**config.mk**
```make
export PLATFORM = sky130hd
export DESIGN_NAME = cmd_tracker
export DESIGN_NICKNAME = d
export VERILOG_FILES = /design/src/mcb_pkg.sv /design/src/cmd_tracker.sv
export SDC_FILE = /design/constraint.sdc
export NUM_CORES = 1
export LEC_CHECK = 0
export BUFFER_PORTS_ARGS = -buffer_cell sky130_fd_sc_hd__clkbuf_2
export CAP_MARGIN = 20
export CORE_ASPECT_RATIO = 0.8
export CORE_MARGIN = 3
export CORE_UTILIZATION = 35
export CTS_CLUSTER_DIAMETER = 80
export DETAILED_ROUTE_END_ITERATION = 10
export GPL_TIMING_DRIVEN = 0
export PLACE_DENSITY = 0.61
export SLEW_MARGIN = 20
export SYNTH_ARGS = -nofsm -noshare
export SYNTH_HDL_FRONTEND = slang
export SYNTH_SLANG_ARGS = --single-unit
```
**constraint.sdc**
```tcl
create_clock -name clk_sdram -period 4.99 [get_ports clk_sdram]
set_clock_uncertainty 0.05 [all_clocks]
set_input_delay 0.499 -clock clk_sdram [delete_from_list [all_inputs] [get_ports clk_sdram]]
set_output_delay 0.499 -clock clk_sdram [all_outputs]
set_load 0.05 [all_outputs]
```
**src/mcb_pkg.sv**
```systemverilog
package mcb_pkg;

    localparam int BANK_W     = 2;                        // bank select bits
    localparam int ROW_W      = 13;                       // row bits
    localparam int COL_W      = 9;                        // column bits
    localparam int ADDR_W     = BANK_W + ROW_W + COL_W;   // 24-bit word address
    localparam int PAGE_WORDS = 1 << COL_W;               // 512 words per column page
    localparam int FIFO_DEPTH = 1024;                     // words per FIFO
    localparam int PTR_W      = $clog2(FIFO_DEPTH);       // FIFO pointer width
    localparam int CNT_W      = PTR_W + 1;                // 0..FIFO_DEPTH
    localparam int DATA_W     = 16;                       // word width

    typedef logic [DATA_W-1:0] word_t;
    typedef logic [ADDR_W-1:0] len_t;                     // word count of a transaction
    typedef logic [CNT_W-1:0]  stage_len_t;               // never above PAGE_WORDS
    typedef logic [CNT_W-1:0]  fifo_cnt_t;

    // one address word, seen flat for stepping or split for page math
    typedef union packed {
        logic [ADDR_W-1:0] flat;                          // linear word address
        struct packed {
            logic [BANK_W-1:0] bank;
            logic [ROW_W-1:0]  row;
            logic [COL_W-1:0]  col;                       // position inside the page
        } loc;
    } sdram_addr_u;

    typedef enum logic [3:0] {
        IDLE          = 4'd0,
        PRE_WR        = 4'd1,
        WRITING       = 4'd2,
        WR_STAGE_CPLT = 4'd3,
        WR_DONE       = 4'd4,
        PRE_RD        = 4'd5,
        READING       = 4'd6,
        RD_STAGE_CPLT = 4'd7,
        RD_DONE       = 4'd8
    } seq_state_e;

endpackage
```
**src/cmd_tracker.sv**
```systemverilog
`timescale 1ns/1ps

module cmd_tracker (
    input  logic                 clk_sdram,
    input  logic                 rst_n,
    input  logic                 load,        // single-cycle load request
    input  mcb_pkg::sdram_addr_u load_addr,
    input  mcb_pkg::len_t        load_len,
    input  logic                 stage_cplt,  // from sequencer, one stage retired
    output logic                 pending,
    output mcb_pkg::sdram_addr_u addr,
    output mcb_pkg::stage_len_t  stage_len,
    output logic                 last         // current stage empties the transaction
);

    mcb_pkg::len_t rem;        // words still to move
    mcb_pkg::len_t page_room;  // words left before the page end
    logic          take;       // accepted load

    // loads during a pending transaction or of zero length are dropped
    assign take = load && !pending && (load_len != '0);

    assign page_room = mcb_pkg::len_t'(mcb_pkg::PAGE_WORDS) - mcb_pkg::len_t'(addr.loc.col);

    // stage is the shorter of what remains and what fits in the page
    assign last      = (rem <= page_room);
    assign stage_len = last ? mcb_pkg::stage_len_t'(rem)
                            : mcb_pkg::stage_len_t'(page_room);

    always_ff @(posedge clk_sdram or negedge rst_n) begin
        if (!rst_n) begin
            pending <= 1'b0;
        end else if (take) begin
            pending <= 1'b1;                    // visible one cycle after load
        end else if (stage_cplt && last) begin
            pending <= 1'b0;                    // final stage retired
        end
    end

    always_ff @(posedge clk_sdram) begin
        if (take) begin
            addr <= load_addr;
            rem  <= load_len;
        end else if (stage_cplt) begin
            rem       <= rem - mcb_pkg::len_t'(stage_len);
            addr.flat <= addr.flat + mcb_pkg::len_t'(stage_len);  // flat step, may cross row/bank
        end
    end

    // sequencer must only retire stages of a live transaction
    a_cplt_needs_pending: assert property (
        @(posedge clk_sdram) disable iff (!rst_n)
        stage_cplt |-> pending
    );

endmodule

```
==> flow_summary.json <==
{
  "syn_area_mm2": 0.00411,
  "nets": 666,
  "setup_violations": 0,
  "cp_cell_sequence": "inv_2, ha_4, nand2_4, or3_4, nor3_4, xnor2_2, inv_1, ha_4, a2111oi_4, nand3_1, o21ai_2, nand4b_1, buf_4, buf_4, mux2_4, ha_4, and3_4, a221o_1, buf_4, nor4_2, or3_1, xor2_1, o21ai_0",
  "viasPerCell": 5.51,
  "ys_async_sr_fraction_pct": 2.04,
  "area_growth_syn_to_layout_pct": 37.0,
  "drc": 0,
  "rows": 34,
  "end_kind": "flop",
  "synth_edf_count": 48,
  "port_buffers": 87,
  "gp_congestion": 0.844,
  "min_period_ns": 4.99,
  "start_kind": "flop",
  "h-tree-depth": 2,
  "drive_gt1_share_pct": 33.9,
  "ios": 89,
  "synthTopCellsByArea": "edfxtp_1 (35%), ha_1 (9.7%), o21ai_0 (4.3%)",
  "hold_end": "addr[0]",
  "synth.most_common_cell": "edfxtp_1",
  "tightest_slew_ns": 0.714,
  "dpl_cell_area_mm2": 0.00487,
  "wirelength_um": 12600,
  "fin_tns_setup_ns": 0,
  "cp_max_fo": 5,
  "synth.avg_cell_area_um2": 9.18,
  "rsz0062_at_grt": "yes",
  "critPathRequiredTime_ns": 4.97,
  "fin_area_mm2": 0.00563,
  "slowest_stage": "edfxtp_1",
  "synth_cells": 448,
  "grt_first_pass_wirelength_um": 18400,
  "crit_type": "flop to flop",
  "clk_pin_slew_ns": 0.07,
  "hp-start": "load_addr[0]",
  "dp_hpwl_um": 8840,
  "wl_per_cell_um": 17.4,
  "yosys.cell_types.count": 56,
  "hold_depth": 3,
  "ff2ff_path_depth": 23,
  "cts_tree": "built",
  "synth_top_area_share_pct": 35.1,
  "clock_latency_ns": 0.30,
  "ys_ff_latch": 49,
  "antenna_left": 0,
  "slew_headroom_pct": 52.4,
  "fillCellCount": 1041,
  "synth_warnings": 0,
  "grt_max_degree": 49,
  "worst_ep_arrival_time_ns": 4.97,
  "synthTopCellsByCount": "edfxtp_1 (48), nand2_1 (42), nor2_1 (41)",
  "maxCapViolCount": 0,
  "rrSetupSlack_ns": 0.002,
  "ys_seq_area_share_pct": 35.7,
  "yosys.area.top_type": "edfxtp_1",
  "dieArea_mm2": 0.0131,
  "grt_pass1_vias": 3674,
  "clockBufferDepth": 2,
  "period_share_pct": 100,
  "status": "complete, no violations",
  "diodes": 0,
  "slowest_delay_ns": 0.41,
  "ys.flop_type": "edfxtp_1",
  "vias": 3992,
  "hold_path.class": "input port to flop",
  "r2r-start": "addr[0]",
  "start_util_pct": 36.9,
  "clock_sinks": 49,
  "drt-pass1-iter-count": 5,
  "drv_slew": 0,
  "track_usage_pct": 17.5,
  "cts_buffers": 5,
  "hold_viol_final": 0,
  "die_w_um": 127,
  "r2r-end": "addr[9]",
  "drt_first_iter_violations": 386,
  "timing.fmax_mhz": 200,
  "die_h_um": 103,
  "core_mm2": 0.0111,
  "grt_overflow": 0,
  "cts_root_buf": "clkbuf_16",
  "antenna_found_initial": 0
}
-- layout by cell type (no fill, tap or decap), types with 11 or more instances in the layout --
| master | instances |
|---|---|
| clkbuf_2 | 87 |
| edfxtp_1 | 48 |
| nand2_1 | 41 |
| nor2_1 | 39 |
| buf_4 | 32 |
| o21ai_0 | 26 |
| a21oi_1 | 22 |
| ha_1 | 20 |
| xor2_1 | 19 |
| inv_1 | 17 |
| or3_1 | 14 |
| a31oi_1 | 12 |
| ha_4 | 12 |
| nand4_1 | 11 |
| o21ai_1 | 11 |
| clkbuf_1 | 11 |
-- routing by layer --
metal	vias to the layer above	track usage (%)	part of all wire (%)
met3	13	2.74	5.3
met5	-	0	0
met1	1901	24.1	47
li1	1949	-	-
met2	129	29.3	47
met4	0	4.20	0.97
-- cells by family (layout without fill, tap and decap cells) --
logic type	after synthesis	after routing	share of synthesized area [%]
AND/OR/NAND/NOR	163	163	20.1
AO/OA/AOI/OAI	116	117	17.5
flip-flops	49	49	35.7
adder cells (fa/ha/maj)	34	34	10.7
buffers and inverters	33	164	3.35
XOR/XNOR	32	32	6.82
multiplexers	20	20	5.75
other	1	2	0.0912
-- how the worst max path moves through the flow --
stage / start / end / slack (ns)
after floorplan: addr[0] / addr[17] / -0.19
after global routing: addr[6] / addr[9] / -0.20
after detailed placement: addr[2] / addr[17] / -0.34
final: addr[0] / addr[9] / 0.002
after CTS: addr[1] / rem[18] / 0.02
after global placement: addr[3] / addr[17] / -0.30
-- timing repair --
item,in CTS,in global routing
cloned,0,3
gates resized for setup,12,48
endpoints found under the setup margin,33,34
hold endpoints to repair,1,0
setup buffers,11,22
pin swaps,4,25
hold buffers,1,0
-- critical path: cells and delay by family, from the launching register on --
kind            cells  cell delay [ns]
compound gates      4             0.90
xor+xnor            2             0.29
fa+ha+maj           3             0.57
buf+inv             5             0.72
flops               1             0.41
mux                 1             0.32
simple gates        8             1.48
-- state kept, by name, indices dropped and copies added, names as in the netlist --
name and count:
rem 24, pending 1, addr 24
-- stage by stage --
stage / utilization [%] / instances / hold WS (ns) / setup slack (ns)
final: 50.5 / 725 / 0.411 / 0.00162
after global routing: 50.5 / 725 / 0.429 / -0.201
after CTS: 46.6 / 700 / 0.411 / 0.0183
after detailed placement: 43.7 / 680 / 0.225 / -0.343
after global placement: 43.6 / 680 / 0.224 / -0.302
after floorplan: - / 449 / 0.153 / -0.187
-- cell type report --
class / count / area (um^2) / area share, %
buffer: 14 / 82.6 / 1.47
clock inverter: 2 / 15.0 / 0.267
sequential: 49 / 1470 / 26.0
inverter: 19 / 71.3 / 1.27
tap: 144 / 180 / 3.20
multi-input combinational: 368 / 2970 / 52.7
clock buffer: 6 / 129 / 2.29
timing repair buffer: 123 / 717 / 12.7
Power is not shown: default switching activity piles up to over one toggle a cycle in this logic, so the estimate is an artifact.
