## src/mcb_pkg.sv

```systemverilog
package mcb_pkg;

    localparam int BANK_W     = 2;                        // bank select bits
    localparam int ROW_W      = 13;                       // row bits
    localparam int COL_W      = 9;                        // column bits
    localparam int ADDR_W     = BANK_W + ROW_W + COL_W;   // 24-bit word address
    localparam int PAGE_WORDS = 1 << COL_W;               // 512 words per column page
    localparam int FIFO_DEPTH = 1024;                     // words per FIFO
    localparam int PTR_W      = $clog2(FIFO_DEPTH);       // FIFO pointer width
    localparam int CNT_W      = PTR_W + 1;                // 0..FIFO_DEPTH
    localparam int DATA_W     = 16;                       // word width

    typedef logic [DATA_W-1:0] word_t;
    typedef logic [ADDR_W-1:0] len_t;                     // word count of a transaction
    typedef logic [CNT_W-1:0]  stage_len_t;               // never above PAGE_WORDS
    typedef logic [CNT_W-1:0]  fifo_cnt_t;

    // one address word, seen flat for stepping or split for page math
    typedef union packed {
        logic [ADDR_W-1:0] flat;                          // linear word address
        struct packed {
            logic [BANK_W-1:0] bank;
            logic [ROW_W-1:0]  row;
            logic [COL_W-1:0]  col;                       // position inside the page
        } loc;
    } sdram_addr_u;

    typedef enum logic [3:0] {
        IDLE          = 4'd0,
        PRE_WR        = 4'd1,
        WRITING       = 4'd2,
        WR_STAGE_CPLT = 4'd3,
        WR_DONE       = 4'd4,
        PRE_RD        = 4'd5,
        READING       = 4'd6,
        RD_STAGE_CPLT = 4'd7,
        RD_DONE       = 4'd8
    } seq_state_e;

endpackage
```

## src/stage_if.sv

```systemverilog
`timescale 1ns/1ps

interface stage_if;

    logic                 start;     // one-cycle request, only while busy low
    logic                 we;        // 1 = write stage
    mcb_pkg::sdram_addr_u addr;      // first word of the stage
    mcb_pkg::stage_len_t  len;       // words in the stage
    logic                 busy;      // burst in flight
    logic                 beat;      // one acked word

    modport seq (
        output start, we, addr, len,
        input  busy, beat
    );

    modport master (
        input  start, we, addr, len,
        output busy, beat
    );

endinterface

```

## src/stage_sequencer.sv

```systemverilog
`timescale 1ns/1ps

module stage_sequencer (
    input  logic                 clk_sdram,
    input  logic                 rst_n,
    input  logic                 wr_pending,
    input  logic                 rd_pending,
    input  mcb_pkg::sdram_addr_u wr_addr,
    input  mcb_pkg::sdram_addr_u rd_addr,
    input  mcb_pkg::stage_len_t  wr_stage_len,
    input  mcb_pkg::stage_len_t  rd_stage_len,
    input  logic                 wr_last,
    input  logic                 rd_last,
    input  mcb_pkg::fifo_cnt_t   wr_fifo_cnt,   // words waiting in write FIFO
    input  mcb_pkg::fifo_cnt_t   rd_fifo_cnt,   // words held in read FIFO
    output logic                 wr_stage_cplt,
    output logic                 rd_stage_cplt,
    output logic                 wr_done,
    output logic                 rd_done,
    stage_if.seq                 stg
);

    mcb_pkg::seq_state_e      state;
    mcb_pkg::seq_state_e      state_nxt;
    logic                     toggle;   // 1 gives reads priority next
    logic                     wr_ok;
    logic                     rd_ok;
    logic [mcb_pkg::CNT_W:0]  rd_need;  // read FIFO fill after the stage

    // write stage needs its whole length already buffered
    assign wr_ok   = wr_pending && (wr_fifo_cnt >= wr_stage_len);
    // read stage needs room for every word it brings back
    assign rd_need = {1'b0, rd_fifo_cnt} + {1'b0, rd_stage_len};
    assign rd_ok   = rd_pending && (rd_need <= mcb_pkg::FIFO_DEPTH);

    always_comb begin
        state_nxt = state;
        case (state)
            mcb_pkg::IDLE: begin
                if (wr_ok && (!rd_ok || !toggle)) begin
                    state_nxt = mcb_pkg::PRE_WR;
                end else if (rd_ok) begin
                    state_nxt = mcb_pkg::PRE_RD;
                end
            end
            mcb_pkg::PRE_WR:        state_nxt = mcb_pkg::WRITING;
            mcb_pkg::WRITING:       if (!stg.busy) state_nxt = mcb_pkg::WR_STAGE_CPLT;
            mcb_pkg::WR_STAGE_CPLT: state_nxt = wr_last ? mcb_pkg::WR_DONE : mcb_pkg::IDLE;
            mcb_pkg::PRE_RD:        state_nxt = mcb_pkg::READING;
            mcb_pkg::READING:       if (!stg.busy) state_nxt = mcb_pkg::RD_STAGE_CPLT;
            mcb_pkg::RD_STAGE_CPLT: state_nxt = rd_last ? mcb_pkg::RD_DONE : mcb_pkg::IDLE;
            default:                state_nxt = mcb_pkg::IDLE;   // both DONE states too
        endcase
    end

    always_ff @(posedge clk_sdram or negedge rst_n) begin
        if (!rst_n) begin
            state  <= mcb_pkg::IDLE;
            toggle <= 1'b0;
        end else begin
            state <= state_nxt;
            if (state == mcb_pkg::WR_STAGE_CPLT) begin
                toggle <= 1'b1;                 // read gets the next turn
            end else if (state == mcb_pkg::RD_STAGE_CPLT) begin
                toggle <= 1'b0;
            end
        end
    end

    assign wr_stage_cplt = (state == mcb_pkg::WR_STAGE_CPLT);
    assign rd_stage_cplt = (state == mcb_pkg::RD_STAGE_CPLT);
    assign wr_done       = (state == mcb_pkg::WR_DONE);    // two cycles after last ack
    assign rd_done       = (state == mcb_pkg::RD_DONE);

    // stage request, taken by the master in PRE state
    assign stg.start = (state == mcb_pkg::PRE_WR) || (state == mcb_pkg::PRE_RD);
    assign stg.we    = (state == mcb_pkg::PRE_WR);
    assign stg.addr  = (state == mcb_pkg::PRE_WR) ? wr_addr : rd_addr;
    assign stg.len   = (state == mcb_pkg::PRE_WR) ? wr_stage_len : rd_stage_len;

    a_cplt_exclusive: assert property (
        @(posedge clk_sdram) disable iff (!rst_n)
        !(wr_stage_cplt && rd_stage_cplt)
    );

    // master must have finished the previous burst
    a_start_when_idle: assert property (
        @(posedge clk_sdram) disable iff (!rst_n)
        stg.start |-> !stg.busy
    );

endmodule

```

## src/flat_wrapper.sv

```systemverilog
// flat-port wrapper written by rule: the top's interface ports become plain ports
module stage_sequencer_flat 
  (clk_sdram, rst_n, wr_pending, rd_pending, wr_addr, rd_addr, wr_stage_len, rd_stage_len, wr_last, rd_last, wr_fifo_cnt, rd_fifo_cnt, wr_stage_cplt, rd_stage_cplt, wr_done, rd_done, stg_start, stg_we, stg_addr, stg_len, stg_busy, stg_beat);
  stage_if stg_i ();
  input  logic clk_sdram;
  input  logic rst_n;
  input  logic wr_pending;
  input  logic rd_pending;
  input  mcb_pkg::sdram_addr_u wr_addr;
  input  mcb_pkg::sdram_addr_u rd_addr;
  input  mcb_pkg::stage_len_t wr_stage_len;
  input  mcb_pkg::stage_len_t rd_stage_len;
  input  logic wr_last;
  input  logic rd_last;
  input  mcb_pkg::fifo_cnt_t wr_fifo_cnt;
  input  mcb_pkg::fifo_cnt_t rd_fifo_cnt;
  output logic wr_stage_cplt;
  output logic rd_stage_cplt;
  output logic wr_done;
  output logic rd_done;
  output wire logic [$bits(stg_i.start)-1:0] stg_start;
  output wire logic [$bits(stg_i.we)-1:0] stg_we;
  output wire logic [$bits(stg_i.addr)-1:0] stg_addr;
  output wire logic [$bits(stg_i.len)-1:0] stg_len;
  input wire logic [$bits(stg_i.busy)-1:0] stg_busy;
  input wire logic [$bits(stg_i.beat)-1:0] stg_beat;
  assign stg_start = stg_i.start;
  assign stg_we = stg_i.we;
  assign stg_addr = stg_i.addr;
  assign stg_len = stg_i.len;
  assign stg_i.busy = stg_busy;
  assign stg_i.beat = stg_beat;
  stage_sequencer u_core (.clk_sdram(clk_sdram), .rst_n(rst_n), .wr_pending(wr_pending), .rd_pending(rd_pending), .wr_addr(wr_addr), .rd_addr(rd_addr), .wr_stage_len(wr_stage_len), .rd_stage_len(rd_stage_len), .wr_last(wr_last), .rd_last(rd_last), .wr_fifo_cnt(wr_fifo_cnt), .rd_fifo_cnt(rd_fifo_cnt), .wr_stage_cplt(wr_stage_cplt), .rd_stage_cplt(rd_stage_cplt), .wr_done(wr_done), .rd_done(rd_done), .stg(stg_i));
endmodule
```

## config.mk

```make
export PLATFORM = sky130hd
export DESIGN_NAME = stage_sequencer_flat
export DESIGN_NICKNAME = d
export VERILOG_FILES = /design/src/mcb_pkg.sv /design/src/stage_if.sv /design/src/stage_sequencer.sv /design/src/flat_wrapper.sv
export SDC_FILE = /design/constraint.sdc
export NUM_CORES = 1
export LEC_CHECK = 0
export BUFFER_PORTS_ARGS = -buffer_cell sky130_fd_sc_hd__buf_2
export CORE_MARGIN = 4
export CORE_UTILIZATION = 40
export DETAILED_ROUTE_END_ITERATION = 6
export GPL_TIMING_DRIVEN = 0
export MAX_ROUTING_LAYER = met4
export PLACE_DENSITY_LB_ADDON = 0.25
export SYNTH_ARGS = -nofsm -noshare
export SYNTH_HDL_FRONTEND = slang
export SYNTH_SLANG_ARGS = --single-unit
```

## constraint.sdc

```tcl
create_clock -name clk_sdram -period 4.6 [get_ports clk_sdram]
set_clock_uncertainty 0.15 [all_clocks]
set_input_delay 0.92 -clock clk_sdram [delete_from_list [all_inputs] [get_ports clk_sdram]]
set_output_delay 0.92 -clock clk_sdram [all_outputs]
set_load 0.01 [all_outputs]
```

==> results.md <==
* Num rows at 21
* Fillers at 314
* Reg2Reg Depth at 4
* Clock sinks at 5
* Avg WL per Cell at 14.0 um
* Dpl hpwl at 4480 um
* Yosys warnings at 0
* Yosys top cell by area: mux2_2
* Most frequent cell after synthesis: mux2_2
* Postcts setup bufs at 0
* Crit path DAT at 2410 ps
* Number of flops mapped to enable cells by yosys at 0
* DRC Markers at 0
* TritonRoute pass-1 iters at 4
* RSZ-0062 raised after global routing: false
* Die Wd at between 60 and 70 um
* CP Class: flop to output pin
* Final core utilization at 0.653
* Post-Syn Instances at 167
* Vias per inst at 5.07
* Sequential area share after synthesis at 0.0861
* Slew @ Worst Pin at 624 ps
* Layout area overhead at 53.7%
* Hold slack final at ~340 ps
* Max Cap Violations at 0
* Synthesized area at 1450 um2
* Largest net degree at the start of global routing at 11
* Top cells by area, synth: mux2_2, ha_1, dfrtp_1, inv_1, xnor2_1
* Post-synthesis cell type count at 40
* Post-CTS Hold Fix Bufs at 0
* Worst reg2reg endpoint: u_core.state[2]$_DFFE_PN0P_
* CTS HTree Levels at 1
* Vias in the first global route at around 1700
* GP Congestion at 0.754
* Predominant post-synthesis flop cell: dfrtp_1
* Final-report setup violation count at 0
* TNS Setup at 0 ps
* Fmax at 288 MHz
* Share of the synthesized area in the top cell type at 0.287
* Flop and latch count out of synthesis at 5
* Asr flop ratio synth at 1.00
* Min cycle time layout at 3480 ps
* Worst VDD drop at 0.139 mV
* Final Max Tran Viols at 0
* Worst-path clk slew at 40 ps
* Max transition margin at 0.582
* Remaining antenna violation count at 0
* Combinational Power Share at 0.824
* Iter 0 DRT Violations at 68
* Max Buffers Root-to-Sink at 2
* Final wirelength at 4970 um
* Root buffer cell: clkbuf_4
* R2R setup slack at 3180 ps
* Post-synth top cells: mux2_2, ha_1, inv_1
* Initial antenna violation count at 0
* P_sw at 0.000295 W
* I/O pin count at 141
* Worst Setup SP: u_core.state[1]$_DFFE_PN0P_
* Switching share of power at 0.445
* Global-route wire length before repair at 7110 um
* Final Hold Fails at 0
* Via count at 1806
* Fraction of layout cells with a size suffix above 1 at 0.597
* Synth Net Count at 290
* Status: complete, no violations
* GRT Residual Overflow at 0
* Die Area at 4660 um2
* Sequential share of power at 0.101
* Internal at around 0.00037 W
* P_leak at about 1.2 nW
* NumNets Final at 434
* CORE AREA at 3420 um2
* I/O Buffers at between 100 and 150
* N_diodes at 0
* Synthesized area per cell at 8.70 um2
* Tcrit/Tclk final at 0.756
* CTS tree: yes
* CP max FO at 10
* Cell area power density at 297 nW/um2
* Hold Path Class: input pin to asynchronous set/reset pin
* Clk pwr share at 0.074
* Starting Density at 0.425
* Post-cts sizing count at 0
* Num CTS Buffers at 3
* CP Data Required Time at around 3500 ps
* GRT Total Usage at 0.197
* Die H at between 60 and 70 um
* Clk Latency, worst-skew pair at between 200 and 250 ps
* Crit. End Element: output pin
* R2r startpoint: u_core.state[1]$_DFFE_PN0P_
* Crit start category: flop
## area by class of cell
type | instances | area (um2) | area share
multi-input cells | 142 | 1250 | 0.559
repair buffers | 139 | 696 | 0.312
plain buffers | 7 | 30.0 | 0.0135
well taps | 46 | 57.6 | 0.0258
flip-flops and latches | 5 | 125 | 0.0561
clock buffers | 4 | 26.3 | 0.0118
inverters | 13 | 48.8 | 0.0219
## registers in the layout, summed over array words and instances (netlist names)
register / flops
u_core.state: 4
u_core.toggle: 1
## layer usage
metal | track usage | part of all wire
met2 | 0.349 | 0.54
met1 | 0.244 | 0.42
met3 | 0.0197 | 0.041
met5 | - | 0
met4 | 0.0298 | 0.0054
## cells by family (layout without fill, tap and decap cells)
group           count (synthesis)  count (layout)  synth area share
simple gates                   35              35             0.132
compound gates                 42              42             0.208
xor+xnor                        5               5            0.0301
fa+ha+maj                      23              23             0.203
buf+inv                        20             163            0.0543
mux                            37              37             0.287
flops                           5               5            0.0861
## power by group through the flow
stage | Sequential, W | Combinational [W] | Clock [W]
2_1_floorplan | 0.0000646 | 0.000366 | 0
3_3_place_gp | 0.0000665 | 0.000541 | 0
3_5_place_dp | 0.0000671 | 0.000549 | 0
4_1_cts | 0.0000665 | 0.000552 | 0.0000513
5_1_grt | 0.0000682 | 0.000597 | 0.0000562
6_report | 0.0000671 | 0.000547 | 0.0000493
## per-stage QoR
| step | setup WS, ps | area (um2) | total power [W] | cells |
|---|---|---|---|---|
| after CTS | 1100 | 2230 | 0.000670 | 356 |
| after global placement | 1160 | 2210 | 0.000607 | 352 |
| final | 1120 | 2230 | 0.000663 | 356 |
| after global routing | 936 | 2230 | 0.000722 | 356 |
| after floorplan | 1450 | 1450 | 0.000431 | 167 |
| after detailed placement | 1140 | 2210 | 0.000616 | 352 |
## cell usage in the layout (no fill, tap or decap), types with 2 or more instances in the layout
| cell type | count |
|---|---|
| nor2_1 | 5 |
| inv_1 | 13 |
| nand2b_1 | 6 |
| o21ai_0 | 6 |
| o211ai_1 | 4 |
| nor3_1 | 5 |
| and2_1 | 2 |
| nand2_1 | 6 |
| xnor2_1 | 5 |
| a211o_1 | 2 |
| buf_2 | 142 |
| ha_1 | 22 |
| dfrtp_1 | 5 |
| a21o_1 | 4 |
| a2111oi_0 | 2 |
| nand3_1 | 2 |
| clkbuf_4 | 3 |
| clkbuf_1 | 5 |
| a21oi_1 | 7 |
| mux2_2 | 37 |
| a31oi_1 | 3 |
| a22oi_1 | 2 |
| and3_1 | 3 |
| o2111ai_1 | 2 |
## critical path, cell delays in order (launching register included)
cell and delay, ps:
dfrtp_1 350, clkbuf_1 190, nand2b_1 250, nor3_2 510, buf_2 360, mux2_2 370, buf_2 140
## worst max-delay path by stage
| stage | to | cells after the start |
|---|---|---|
| 4_1_cts | stg_addr[13] | 6 |
| 3_3_place_gp | u_core.state[0]$_DFFE_PN0P_ | 9 |
| 2_1_floorplan | u_core.state[0]$_DFFE_PN0P_ | 8 |
| 3_5_place_dp | u_core.state[0]$_DFFE_PN0P_ | 9 |
| 6_report | stg_addr[13] | 6 |
| 5_1_grt | stg_addr[15] | 6 |
Note: power is estimated with default switching activity, not from simulation.
