--- src/mcb_pkg.sv ---
package mcb_pkg;

    localparam int BANK_W     = 2;                        // bank select bits
    localparam int ROW_W      = 13;                       // row bits
    localparam int COL_W      = 9;                        // column bits
    localparam int ADDR_W     = BANK_W + ROW_W + COL_W;   // 24-bit word address
    localparam int PAGE_WORDS = 1 << COL_W;               // 512 words per column page
    localparam int FIFO_DEPTH = 1024;                     // words per FIFO
    localparam int PTR_W      = $clog2(FIFO_DEPTH);       // FIFO pointer width
    localparam int CNT_W      = PTR_W + 1;                // 0..FIFO_DEPTH
    localparam int DATA_W     = 16;                       // word width

    typedef logic [DATA_W-1:0] word_t;
    typedef logic [ADDR_W-1:0] len_t;                     // word count of a transaction
    typedef logic [CNT_W-1:0]  stage_len_t;               // never above PAGE_WORDS
    typedef logic [CNT_W-1:0]  fifo_cnt_t;

    // one address word, seen flat for stepping or split for page math
    typedef union packed {
        logic [ADDR_W-1:0] flat;                          // linear word address
        struct packed {
            logic [BANK_W-1:0] bank;
            logic [ROW_W-1:0]  row;
            logic [COL_W-1:0]  col;                       // position inside the page
        } loc;
    } sdram_addr_u;

    typedef enum logic [3:0] {
        IDLE          = 4'd0,
        PRE_WR        = 4'd1,
        WRITING       = 4'd2,
        WR_STAGE_CPLT = 4'd3,
        WR_DONE       = 4'd4,
        PRE_RD        = 4'd5,
        READING       = 4'd6,
        RD_STAGE_CPLT = 4'd7,
        RD_DONE       = 4'd8
    } seq_state_e;

endpackage
--- src/stage_if.sv ---
`timescale 1ns/1ps

interface stage_if;

    logic                 start;     // one-cycle request, only while busy low
    logic                 we;        // 1 = write stage
    mcb_pkg::sdram_addr_u addr;      // first word of the stage
    mcb_pkg::stage_len_t  len;       // words in the stage
    logic                 busy;      // burst in flight
    logic                 beat;      // one acked word

    modport seq (
        output start, we, addr, len,
        input  busy, beat
    );

    modport master (
        input  start, we, addr, len,
        output busy, beat
    );

endinterface

--- src/wb_burst_master.sv ---
`timescale 1ns/1ps

module wb_burst_master (
    input  logic                 clk_sdram,
    input  logic                 rst_n,
    stage_if.master              stg,
    input  mcb_pkg::word_t       wr_word,    // write FIFO head
    output logic                 wr_pop,
    output mcb_pkg::word_t       rd_word,
    output logic                 rd_push,
    output logic                 wb_cyc,
    output logic                 wb_stb,
    output logic                 wb_we,
    output mcb_pkg::sdram_addr_u wb_adr,
    output mcb_pkg::word_t       wb_dat_w,
    input  mcb_pkg::word_t       wb_dat_r,
    input  logic                 wb_ack
);

    mcb_pkg::stage_len_t beat_cnt;   // acked words this stage
    mcb_pkg::stage_len_t len_r;      // stage length latched at start
    logic                last_beat;

    assign stg.beat  = wb_stb && wb_ack;
    assign last_beat = stg.beat && ((beat_cnt + 1'b1) == len_r);
    assign stg.busy  = wb_cyc && !last_beat;   // drops in the final ack cycle

    assign wb_dat_w = wr_word;                  // FIFO head follows each pop
    assign rd_word  = wb_dat_r;
    assign wr_pop   = stg.beat && wb_we;
    assign rd_push  = stg.beat && !wb_we;

    always_ff @(posedge clk_sdram or negedge rst_n) begin
        if (!rst_n) begin
            wb_cyc   <= 1'b0;
            wb_stb   <= 1'b0;
            wb_we    <= 1'b0;
            beat_cnt <= '0;
        end else if (stg.start) begin
            wb_cyc   <= 1'b1;                   // held for the whole stage
            wb_stb   <= 1'b1;
            wb_we    <= stg.we;
            beat_cnt <= '0;
        end else if (stg.beat) begin
            beat_cnt <= beat_cnt + 1'b1;
            if (last_beat) begin
                wb_cyc <= 1'b0;
                wb_stb <= 1'b0;
            end
        end
    end

    always_ff @(posedge clk_sdram) begin
        if (stg.start) begin
            len_r  <= stg.len;
            wb_adr <= stg.addr;
        end else if (stg.beat) begin
            wb_adr.flat <= wb_adr.flat + 1'b1;  // next word after each ack
        end
    end

    a_stb_in_cyc: assert property (
        @(posedge clk_sdram) disable iff (!rst_n)
        wb_stb |-> wb_cyc
    );

    a_beats_bounded: assert property (
        @(posedge clk_sdram) disable iff (!rst_n)
        wb_cyc |-> (beat_cnt <= len_r)
    );

endmodule

--- src/flat_wrapper.sv ---
// flat-port wrapper written by rule: the top's interface ports become plain ports
module wb_burst_master_flat 
  (clk_sdram, rst_n, wr_word, wr_pop, rd_word, rd_push, wb_cyc, wb_stb, wb_we, wb_adr, wb_dat_w, wb_dat_r, wb_ack, stg_start, stg_we, stg_addr, stg_len, stg_busy, stg_beat);
  stage_if stg_i ();
  input  logic clk_sdram;
  input  logic rst_n;
  input  mcb_pkg::word_t wr_word;
  output logic wr_pop;
  output mcb_pkg::word_t rd_word;
  output logic rd_push;
  output logic wb_cyc;
  output logic wb_stb;
  output logic wb_we;
  output mcb_pkg::sdram_addr_u wb_adr;
  output mcb_pkg::word_t wb_dat_w;
  input  mcb_pkg::word_t wb_dat_r;
  input  logic wb_ack;
  input wire logic [$bits(stg_i.start)-1:0] stg_start;
  input wire logic [$bits(stg_i.we)-1:0] stg_we;
  input wire logic [$bits(stg_i.addr)-1:0] stg_addr;
  input wire logic [$bits(stg_i.len)-1:0] stg_len;
  output wire logic [$bits(stg_i.busy)-1:0] stg_busy;
  output wire logic [$bits(stg_i.beat)-1:0] stg_beat;
  assign stg_i.start = stg_start;
  assign stg_i.we = stg_we;
  assign stg_i.addr = stg_addr;
  assign stg_i.len = stg_len;
  assign stg_busy = stg_i.busy;
  assign stg_beat = stg_i.beat;
  wb_burst_master u_core (.clk_sdram(clk_sdram), .rst_n(rst_n), .stg(stg_i), .wr_word(wr_word), .wr_pop(wr_pop), .rd_word(rd_word), .rd_push(rd_push), .wb_cyc(wb_cyc), .wb_stb(wb_stb), .wb_we(wb_we), .wb_adr(wb_adr), .wb_dat_w(wb_dat_w), .wb_dat_r(wb_dat_r), .wb_ack(wb_ack));
endmodule
--- config.mk ---
export PLATFORM = sky130hd
export DESIGN_NAME = wb_burst_master_flat
export DESIGN_NICKNAME = d
export VERILOG_FILES = /design/src/mcb_pkg.sv /design/src/stage_if.sv /design/src/wb_burst_master.sv /design/src/flat_wrapper.sv
export SDC_FILE = /design/constraint.sdc
export NUM_CORES = 1
export LEC_CHECK = 0
export ABC_AREA = 1
export BUFFER_PORTS_ARGS = -buffer_cell sky130_fd_sc_hd__buf_2
export CAP_MARGIN = 5
export CORE_AREA = 2 2 64 112
export CTS_BUF_LIST = sky130_fd_sc_hd__clkbuf_8 sky130_fd_sc_hd__clkbuf_16
export CTS_CLUSTER_SIZE = 24
export DETAILED_ROUTE_END_ITERATION = 10
export DIE_AREA = 0 0 66 114
export PLACE_DENSITY = 0.87
export SLEW_MARGIN = 20
export SYNTH_ARGS = -nofsm -noshare
export SYNTH_HDL_FRONTEND = slang
export SYNTH_SLANG_ARGS = --single-unit
--- constraint.sdc ---
create_clock -name clk_sdram -period 2 [get_ports clk_sdram]
set_clock_uncertainty 0.1 [all_clocks]
set_input_delay 0.3 -clock clk_sdram [delete_from_list [all_inputs] [get_ports clk_sdram]]
set_output_delay 0.3 -clock clk_sdram [all_outputs]
set_load 0.02 [all_outputs]
==> metrics.md, run 1 <==
| Metric | Value |
|---|---|
| Status | `finished, violations left` |
| Failing checks | `negative setup slack` |
| CP most frequent cell | `nand2_1` |
| Distinct cell type count after synthesis | `31` |
| Seq cells post-synth | `48` |
| Pwr/cell area | `just under 700 nW/µm²` |
| Cell Count, Final, Fillers Out | `approximately 520` |
| Max clock buf depth | `2` |
| Initial antenna violation count | `0` |
| Die X | `about 66 µm` |
| Initial core utilization | `46.1%` |
| CP Capture Type | `output pin` |
| Sequential area share after synthesis | `44.6%` |
| Root Buffer | `clkbuf_16` |
| Max-cap violations | `0` |
| Reg clk slew, reported paths | `0.06 ns` |
| Top delay family on crit path | `simple AND/OR/NAND/NOR gates` |
| CP Buf/Inv Count | `3` |
| Largest net degree at the start of global routing | `34` |
| Worst EP required | `1.60 ns` |
| Via count | `2733` |
| Synthesis-to-layout area growth | `17.3%` |
| Filler cells | `650` |
| GPL Wtd Cong | `0.945` |
| Synth Warn # | `0` |
| HPWL after detailed placement | `5.73 mm` |
| Met1 usage | `a little over a fifth` |
| Ant. Diodes | `0` |
| Layout cells sized above 1 | `27.7%` |
| Place WS | `-0.0386 ns` |
| Final antenna-violating net count | `0` |
| Avg WL per Cell | `14.7 µm` |
| CP cell instances | `ha_4 -> nand2_4 -> buf_12 -> nor2_4 -> nand3_1 -> xnor3_1 -> nor2_1 -> nand2_1 -> nand2_1 -> inv_1 -> buf_6` |
| Core area | `6710 µm²` |
| Skew-Pair Late Insertion Delay | `0.29 ns` |
| Mapped Area | `between 3000 and 4000 µm²` |
| Met2 Track Usage GR | `approximately 40%` |
| Post-synth EDFFs | `35` |
| Max-slew headroom at the worst pin | `75.4%` |
| Syn Inst Count | `381` |
| Fin. Hold Viols | `0` |
| TritonRoute pass-1 iters | `4` |
| HP Class | `in2reg` |
| First-pass GRT wire length | `about 12 mm` |
| Syn Nets | `455` |
| All-Layer GR Usage | `between 20% and 30%` |
| Core Util, Final | `54.0%` |
| Crit path launch type | `flop` |
| Count leader, synth | `nand2_1` |
| Max stage delay cell, worst path | `dfrtp_1` |
| DRC | `0` |
| Final Max Slew Viols | `0` |
| Top Usage Layer GRT | `met2` |
| Layout Nets | `510` |
| Top-Level Pins | `~140` |
| CTS HTree Levels | `2` |
| Top cells by count, synth | `nand2_1 (107), inv_1 (39), edfxtp_1 (35)` |
| CTS tree | `built` |
| Sequential cell area | `1380 µm²` |
| DIE HEIGHT | `114 µm` |
| Final setup fails | `1` |
| DR vias/cell | `~5.2` |
| Worst-Margin Slew | `0.368 ns` |
| Top post-synthesis cells by area | `edfxtp_1 (34%), nand2_1 (13%), dfrtp_1 (11%)` |
| DRT iter0 DRCs | `144` |
| Clk sink count | `48` |
| Grt ovf | `0` |
| Ys flop type | `edfxtp_1` |
| Port buffer count | `70` |
| Final wirelength | `7.67 mm` |
| Met3 Use GR | `3.25%` |
| Ys async rst share | `27.1%` |
| Placed cell count | `508` |
| WS Path Type | `reg2out` |
| Total CTS buffers | `5` |
| Multi-input logic area | `1340 µm²` |
| Crit-path max FO | `5` |
| RSZ-0062 raised after global routing | `true` |
| Mean Syn Cell Area | `~8.1 µm²` |
| Power, Total | `2.51 mW` |
| Rows | `40` |
| Top-area cell type share of the netlist area | `34.0%` |
| Fin worst setup slack | `-0.380 ns` |
| Final min period | `2.38 ns` |
| Crit share post-route | `119%` |
| Area leader, netlist | `edfxtp_1` |
| Arrival time worst endpoint | `1.98 ns` |
| Worst stage delay on the critical path | `0.42 ns` |
| Number of global-route vias before repair | `approximately 2700` |
| Static Leak | `1.67 nW` |
| Maximum VDD drop | `~560 µV` |
| Fmax | `420 MHz` |
| DIE AREA | `7520 µm²` |
area by class of cell:
type	instances	area share, %
Clock inverter	3	0.380
Inverter	41	4.25
Timing Repair Buffer	86	14.0
Clock buffer	5	3.45
Tap cell	84	2.90
Sequential cell	48	38.0
Multi-Input combinational cell	254	37.0
power by group:
part / total (mW) / switching, mW / internal [mW]
Clock: 0.812 / 0.357 / 0.455
Combinational: 0.451 / 0.277 / 0.173
Sequential: 1.25 / 0.0810 / 1.17
Total: 2.51 / 0.716 / 1.79
worst reg2reg max path, stage by stage (launching register included):
cell and delay [ns]:
dfrtp_1 0.42, ha_4 0.18, nand2_4 0.08, buf_12 0.14, nor2_4 0.11, nand3_1 0.13, xnor3_1 0.21, nor2_1 0.11
nand2_1 0.07, nand2_1 0.08, buf_4 0.10, nand2_1 0.04
cell families after synthesis:
| kind of cell | share of synthesized area, % |
|---|---|
| xor+xnor | 5.43 |
| fa+ha+maj | 0.810 |
| buf+inv | 13.6 |
| flops | 44.6 |
| compound gates | 6.32 |
| simple gates | 29.3 |
worst paths after layout:
| check | from | slack [ns] | to | cells past startpoint |
|---|---|---|---|---|
| worst max-delay path | u_core.beat_cnt[1] | -0.38 | stg_busy | 11 |
| worst min-delay path | stg_len[8] | 0.08 | u_core.len_r[8] | 1 |
| worst max register to register | u_core.beat_cnt[1] | 0.13 | u_core.wb_stb | 11 |
| worst min register to register | u_core.wb_we | 0.47 | u_core.wb_we | 2 |
| max in group asynchronous | rst_n | 1.18 | u_core.beat_cnt[2] | 2 |
| min in group asynchronous | rst_n | 0.35 | u_core.wb_we | 2 |
stage by stage:
step	area (µm²)	TNS [ns]	hold slack, ns
detailed placement	3370	-0.0386	0.122
finish	3620	-0.380	0.0818
global route	3620	-0.544	0.0726
CTS	3530	-0.355	0.0745
global placement	3370	0	0.125
floorplan	3090	0	-0.0956
routing by layer:
metal,part of all wire (%),vias to the layer above,wire [µm]
met1,35,1251,2670
met4,3.8,0,293
li1,-,1328,-
met5,0,-,0
met2,56,116,4290
met3,5.4,38,412
registers in the layout, indices dropped and copies added (netlist names):
name             flops
u_core.wb_adr       24
u_core.wb_we         1
u_core.len_r        11
u_core.beat_cnt     11
u_core.wb_stb        1
cells in the final DEF (no fill, tap or decap), types with 3 or more instances in the layout:
cell type and count:
buf_2 69, o21ai_1 3, o21ai_0 21, nor3_1 3, nor2_2 5, inv_2 3
nand2_1 104, nand3_1 29, nor2_4 4, a21oi_1 4, o22ai_1 4, nand2_2 7
nor2_1 25, dfrtp_1 12, clkbuf_16 5, nand4_1 9, edfxtp_1 35, a31oi_1 4
xor2_1 7, xnor2_1 7, inv_1 37, buf_4 12, nor3_2 3
repair_timing:
action / 4_1_cts / 5_1_grt
pin swaps: 0 / 4
hold endpoints to repair: 13 / 0
hold buffers: 1 / 0
gates resized for setup: 1 / 16
setup buffers: 0 / 4
setup endpoints to repair: 1 / 3
Note: power is estimated with default switching activity, not from simulation.
==> run 2: changes to the inputs <==
Settings changed: CELL_PAD_IN_SITES_DETAIL_PLACEMENT from default to 1, CELL_PAD_IN_SITES_GLOBAL_PLACEMENT from default to 1, CORE_AREA 2 2 64 112 to 2 2 76 132, DIE_AREA 0 0 66 114 to 0 0 78 134, SETUP_SLACK_MARGIN from default to 0.2.
==> metrics.md, run 2 (same netlist as run 1, synthesis figures left out) <==
| Metric | Value |
|---|---|
| CP Buf/Inv Count | `3 (unchanged)` |
| Final setup fails | `1 (unchanged)` |
| Rows | `47 (+18%)` |
| Fmax | `421 MHz (+0.21%)` |
| Reg clk slew, reported paths | `0.07 ns (about the same)` |
| Commonest non-fill, non-tap cell in the layout | `nand2_1` |
| Maximum VDD drop | `384 µV (-31%)` |
| Number of global-route vias before repair | `3249 (+22%)` |
| Static Leak | `1.80 nW (+7.9%)` |
| Skew-Pair Late Insertion Delay | `0.29 ns (about the same)` |
| Failing checks | `negative setup slack` |
| Crit path launch type | `flop` |
| Max-cap violations | `0 (unchanged)` |
| Initial core utilization | `32.8% (-13 points)` |
| GPL Wtd Cong | `0.916 (-3.1%)` |
| DIE HEIGHT | `134 µm (+18%)` |
| Final min period | `2.38 ns (-0.00505 ns)` |
| Total CTS buffers | `5 (unchanged)` |
| Power, Total | `2.71 mW (+8.0%)` |
| Crit share post-route | `119% (-0.25 points)` |
| Largest register FFs | `24 (unchanged)` |
| Avg WL per Cell | `17.0 µm (+15%)` |
| Placed cell area | `3450 µm² (+2.3%)` |
| Worst setup path startpoint | `u_core.beat_cnt[0]` |
| Cell Count, Final, Fillers Out | `579 (+11%)` |
| Fin worst setup slack | `-0.375 ns (+0.00505 ns)` |
| Sw power | `0.796 mW (+11%)` |
| Worst EP required | `1.60 ns (about the same)` |
| Place WS | `-0.148 ns (-0.109 ns)` |
| DR vias/cell | `5.04 (-4.0%)` |
| Worst-Margin Slew | `0.377 ns (+0.00929 ns)` |
| CTS tree | `built` |
| Final Max Slew Viols | `0 (unchanged)` |
| R2R Path Start | `u_core.beat_cnt[0]` |
| Sequential cell area | `1380 µm² (unchanged)` |
| Largest net degree at the start of global routing | `34 (unchanged)` |
| HPWL after detailed placement | `7.26 mm (+27%)` |
| Layout Nets | `530 (+3.9%)` |
| Ant. Diodes | `0 (unchanged)` |
| CTS HTree Levels | `2 (unchanged)` |
| Clk sink count | `48 (unchanged)` |
| Switching share of power | `29.4% (+0.86 points)` |
| Largest Register | `u_core.wb_adr` |
| WS Path Type | `reg2out` |
| Crit. path cell count | `14 (+3)` |
| Filler cells | `1160 (+78%)` |
| Max clock buf depth | `2 (unchanged)` |
| Fin. Hold Viols | `0 (unchanged)` |
| Port buffer count | `70 (unchanged)` |
| Top-Level Pins | `135 (unchanged)` |
| Grt ovf | `0 (unchanged)` |
| CP Capture Type | `output pin` |
| TritonRoute pass-1 iters | `4 (unchanged)` |
| Initial antenna violation count | `0 (unchanged)` |
| Multi-input logic area | `1440 µm² (+7.4%)` |
| Max stage delay cell, worst path | `dfrtp_1` |
| Core Util, Final | `41.8% (-12 points)` |
| Gate power share | `19.9% (+1.9 points)` |
| RSZ-0062 raised after global routing | `true` |
| Via count | `2917 (+6.7%)` |
| Pwr/cell area | `689 nW/µm² (-0.48%)` |
| Max-slew headroom at the worst pin | `74.8% (-0.53 points)` |
| Min-delay src | `stg_len[2]` |
| Worst setup endpoint | `stg_busy` |
| Arrival time worst endpoint | `1.98 ns (about the same)` |
| Top delay family on crit path | `simple AND/OR/NAND/NOR gates` |
| R2R setup slack | `0.02 ns (-0.11 ns)` |
| Root Buffer | `clkbuf_16` |
| Core area | `9410 µm² (+40%)` |
| Internal Dissipation | `1.91 mW (+6.7%)` |
| DIE AREA | `10500 µm² (+39%)` |
| Placed cell count | `548 (+7.9%)` |
| Clock power frac | `33.8% (+1.5 points)` |
| Reg2reg end | `u_core.wb_stb` |
| Reg power frac | `46.3% (-3.4 points)` |
| Worst stage delay on the critical path | `0.43 ns (about the same)` |
| CP cell instances | `ha_4 -> nand2_4 -> nor2_4 -> inv_1 -> nand2_1 -> nand2_1 -> nand2_1 -> nor2_2 -> nand2_1 -> nor2_1 -> nand2_1 -> nand2_2 -> inv_2 -> buf_6` |
| Post-Layout Inst Area | `3930 µm² (+8.5%)` |
| All-Layer GR Usage | `19.1% (-2.1 points)` |
| Most frequent cells in the layout | `nand2_1 (99), buf_2 (69), edfxtp_1 (35)` |
| Die X | `78 µm (+18%)` |
| Depth of the worst register-to-register path | `15 (+4)` |
| Layout cells sized above 1 | `35.0% (+7.3 points)` |
| Crit-path max FO | `5 (unchanged)` |
| CP most frequent cell | `nand2_1` |
| Final wirelength | `9.83 mm (+28%)` |
| HP Class | `in2reg` |
| First-pass GRT wire length | `15.5 mm (+28%)` |
| DRC | `0 (unchanged)` |
| DRT iter0 DRCs | `78 (-46%)` |
| Synthesis-to-layout area growth | `27.3%` |
| Top flop regs | `u_core.wb_adr (24), u_core.beat_cnt (11), u_core.len_r (11)` |
| TNS Setup | `-0.375 ns (+0.00505 ns)` |
| Fin Hold WS | `0.0822 ns (+0.000464 ns)` |
| Final antenna-violating net count | `0 (unchanged)` |
| Status | `finished, violations left` |
run 2: area by class of cell:
type	count	share of cell area (%)
clock buffer	7	3.88
multi-input combinational	254	36.6
timing repair buffer	106	16.6
tap	122	3.88
inverter	41	3.91
sequential	48	35.0
clock inverter	1	0.0954
run 2: what timing repair did:
item	CTS	global route
endpoints found under the setup margin	9	16
hold buffers	1	0
gates resized for setup	21	20
pin swaps	7	16
hold endpoints to repair	13	0
buffers inserted	7	15
run 2: power groups by stage:
stage	Clock (mW)	Combinational (mW)	Sequential [mW]
after floorplan	0	0.285	1.32
final	0.916	0.540	1.25
after global routing	0.964	0.593	1.27
after CTS	0.943	0.485	1.26
after global placement	0	0.441	1.26
after detailed placement	0	0.458	1.27
run 2: worst min-delay path by stage:
stage	to	slack (ns)	cells after the start
after floorplan	u_core.beat_cnt[0]	-0.1	0
after detailed placement	u_core.beat_cnt[3]	0.14	1
after CTS	u_core.len_r[2]	0.07	1
after global routing	u_core.len_r[2]	0.07	1
final	u_core.len_r[2]	0.08	1
after global placement	u_core.wb_we	0.14	1
run 2: routing by layer:
layer	vias up	track usage, %	routed length, µm
met2	99	37.6	5610
met3	38	2.49	347
li1	1366	-	-
met4	0	12.4	531
met1	1414	17.8	3350
met5	-	0	0
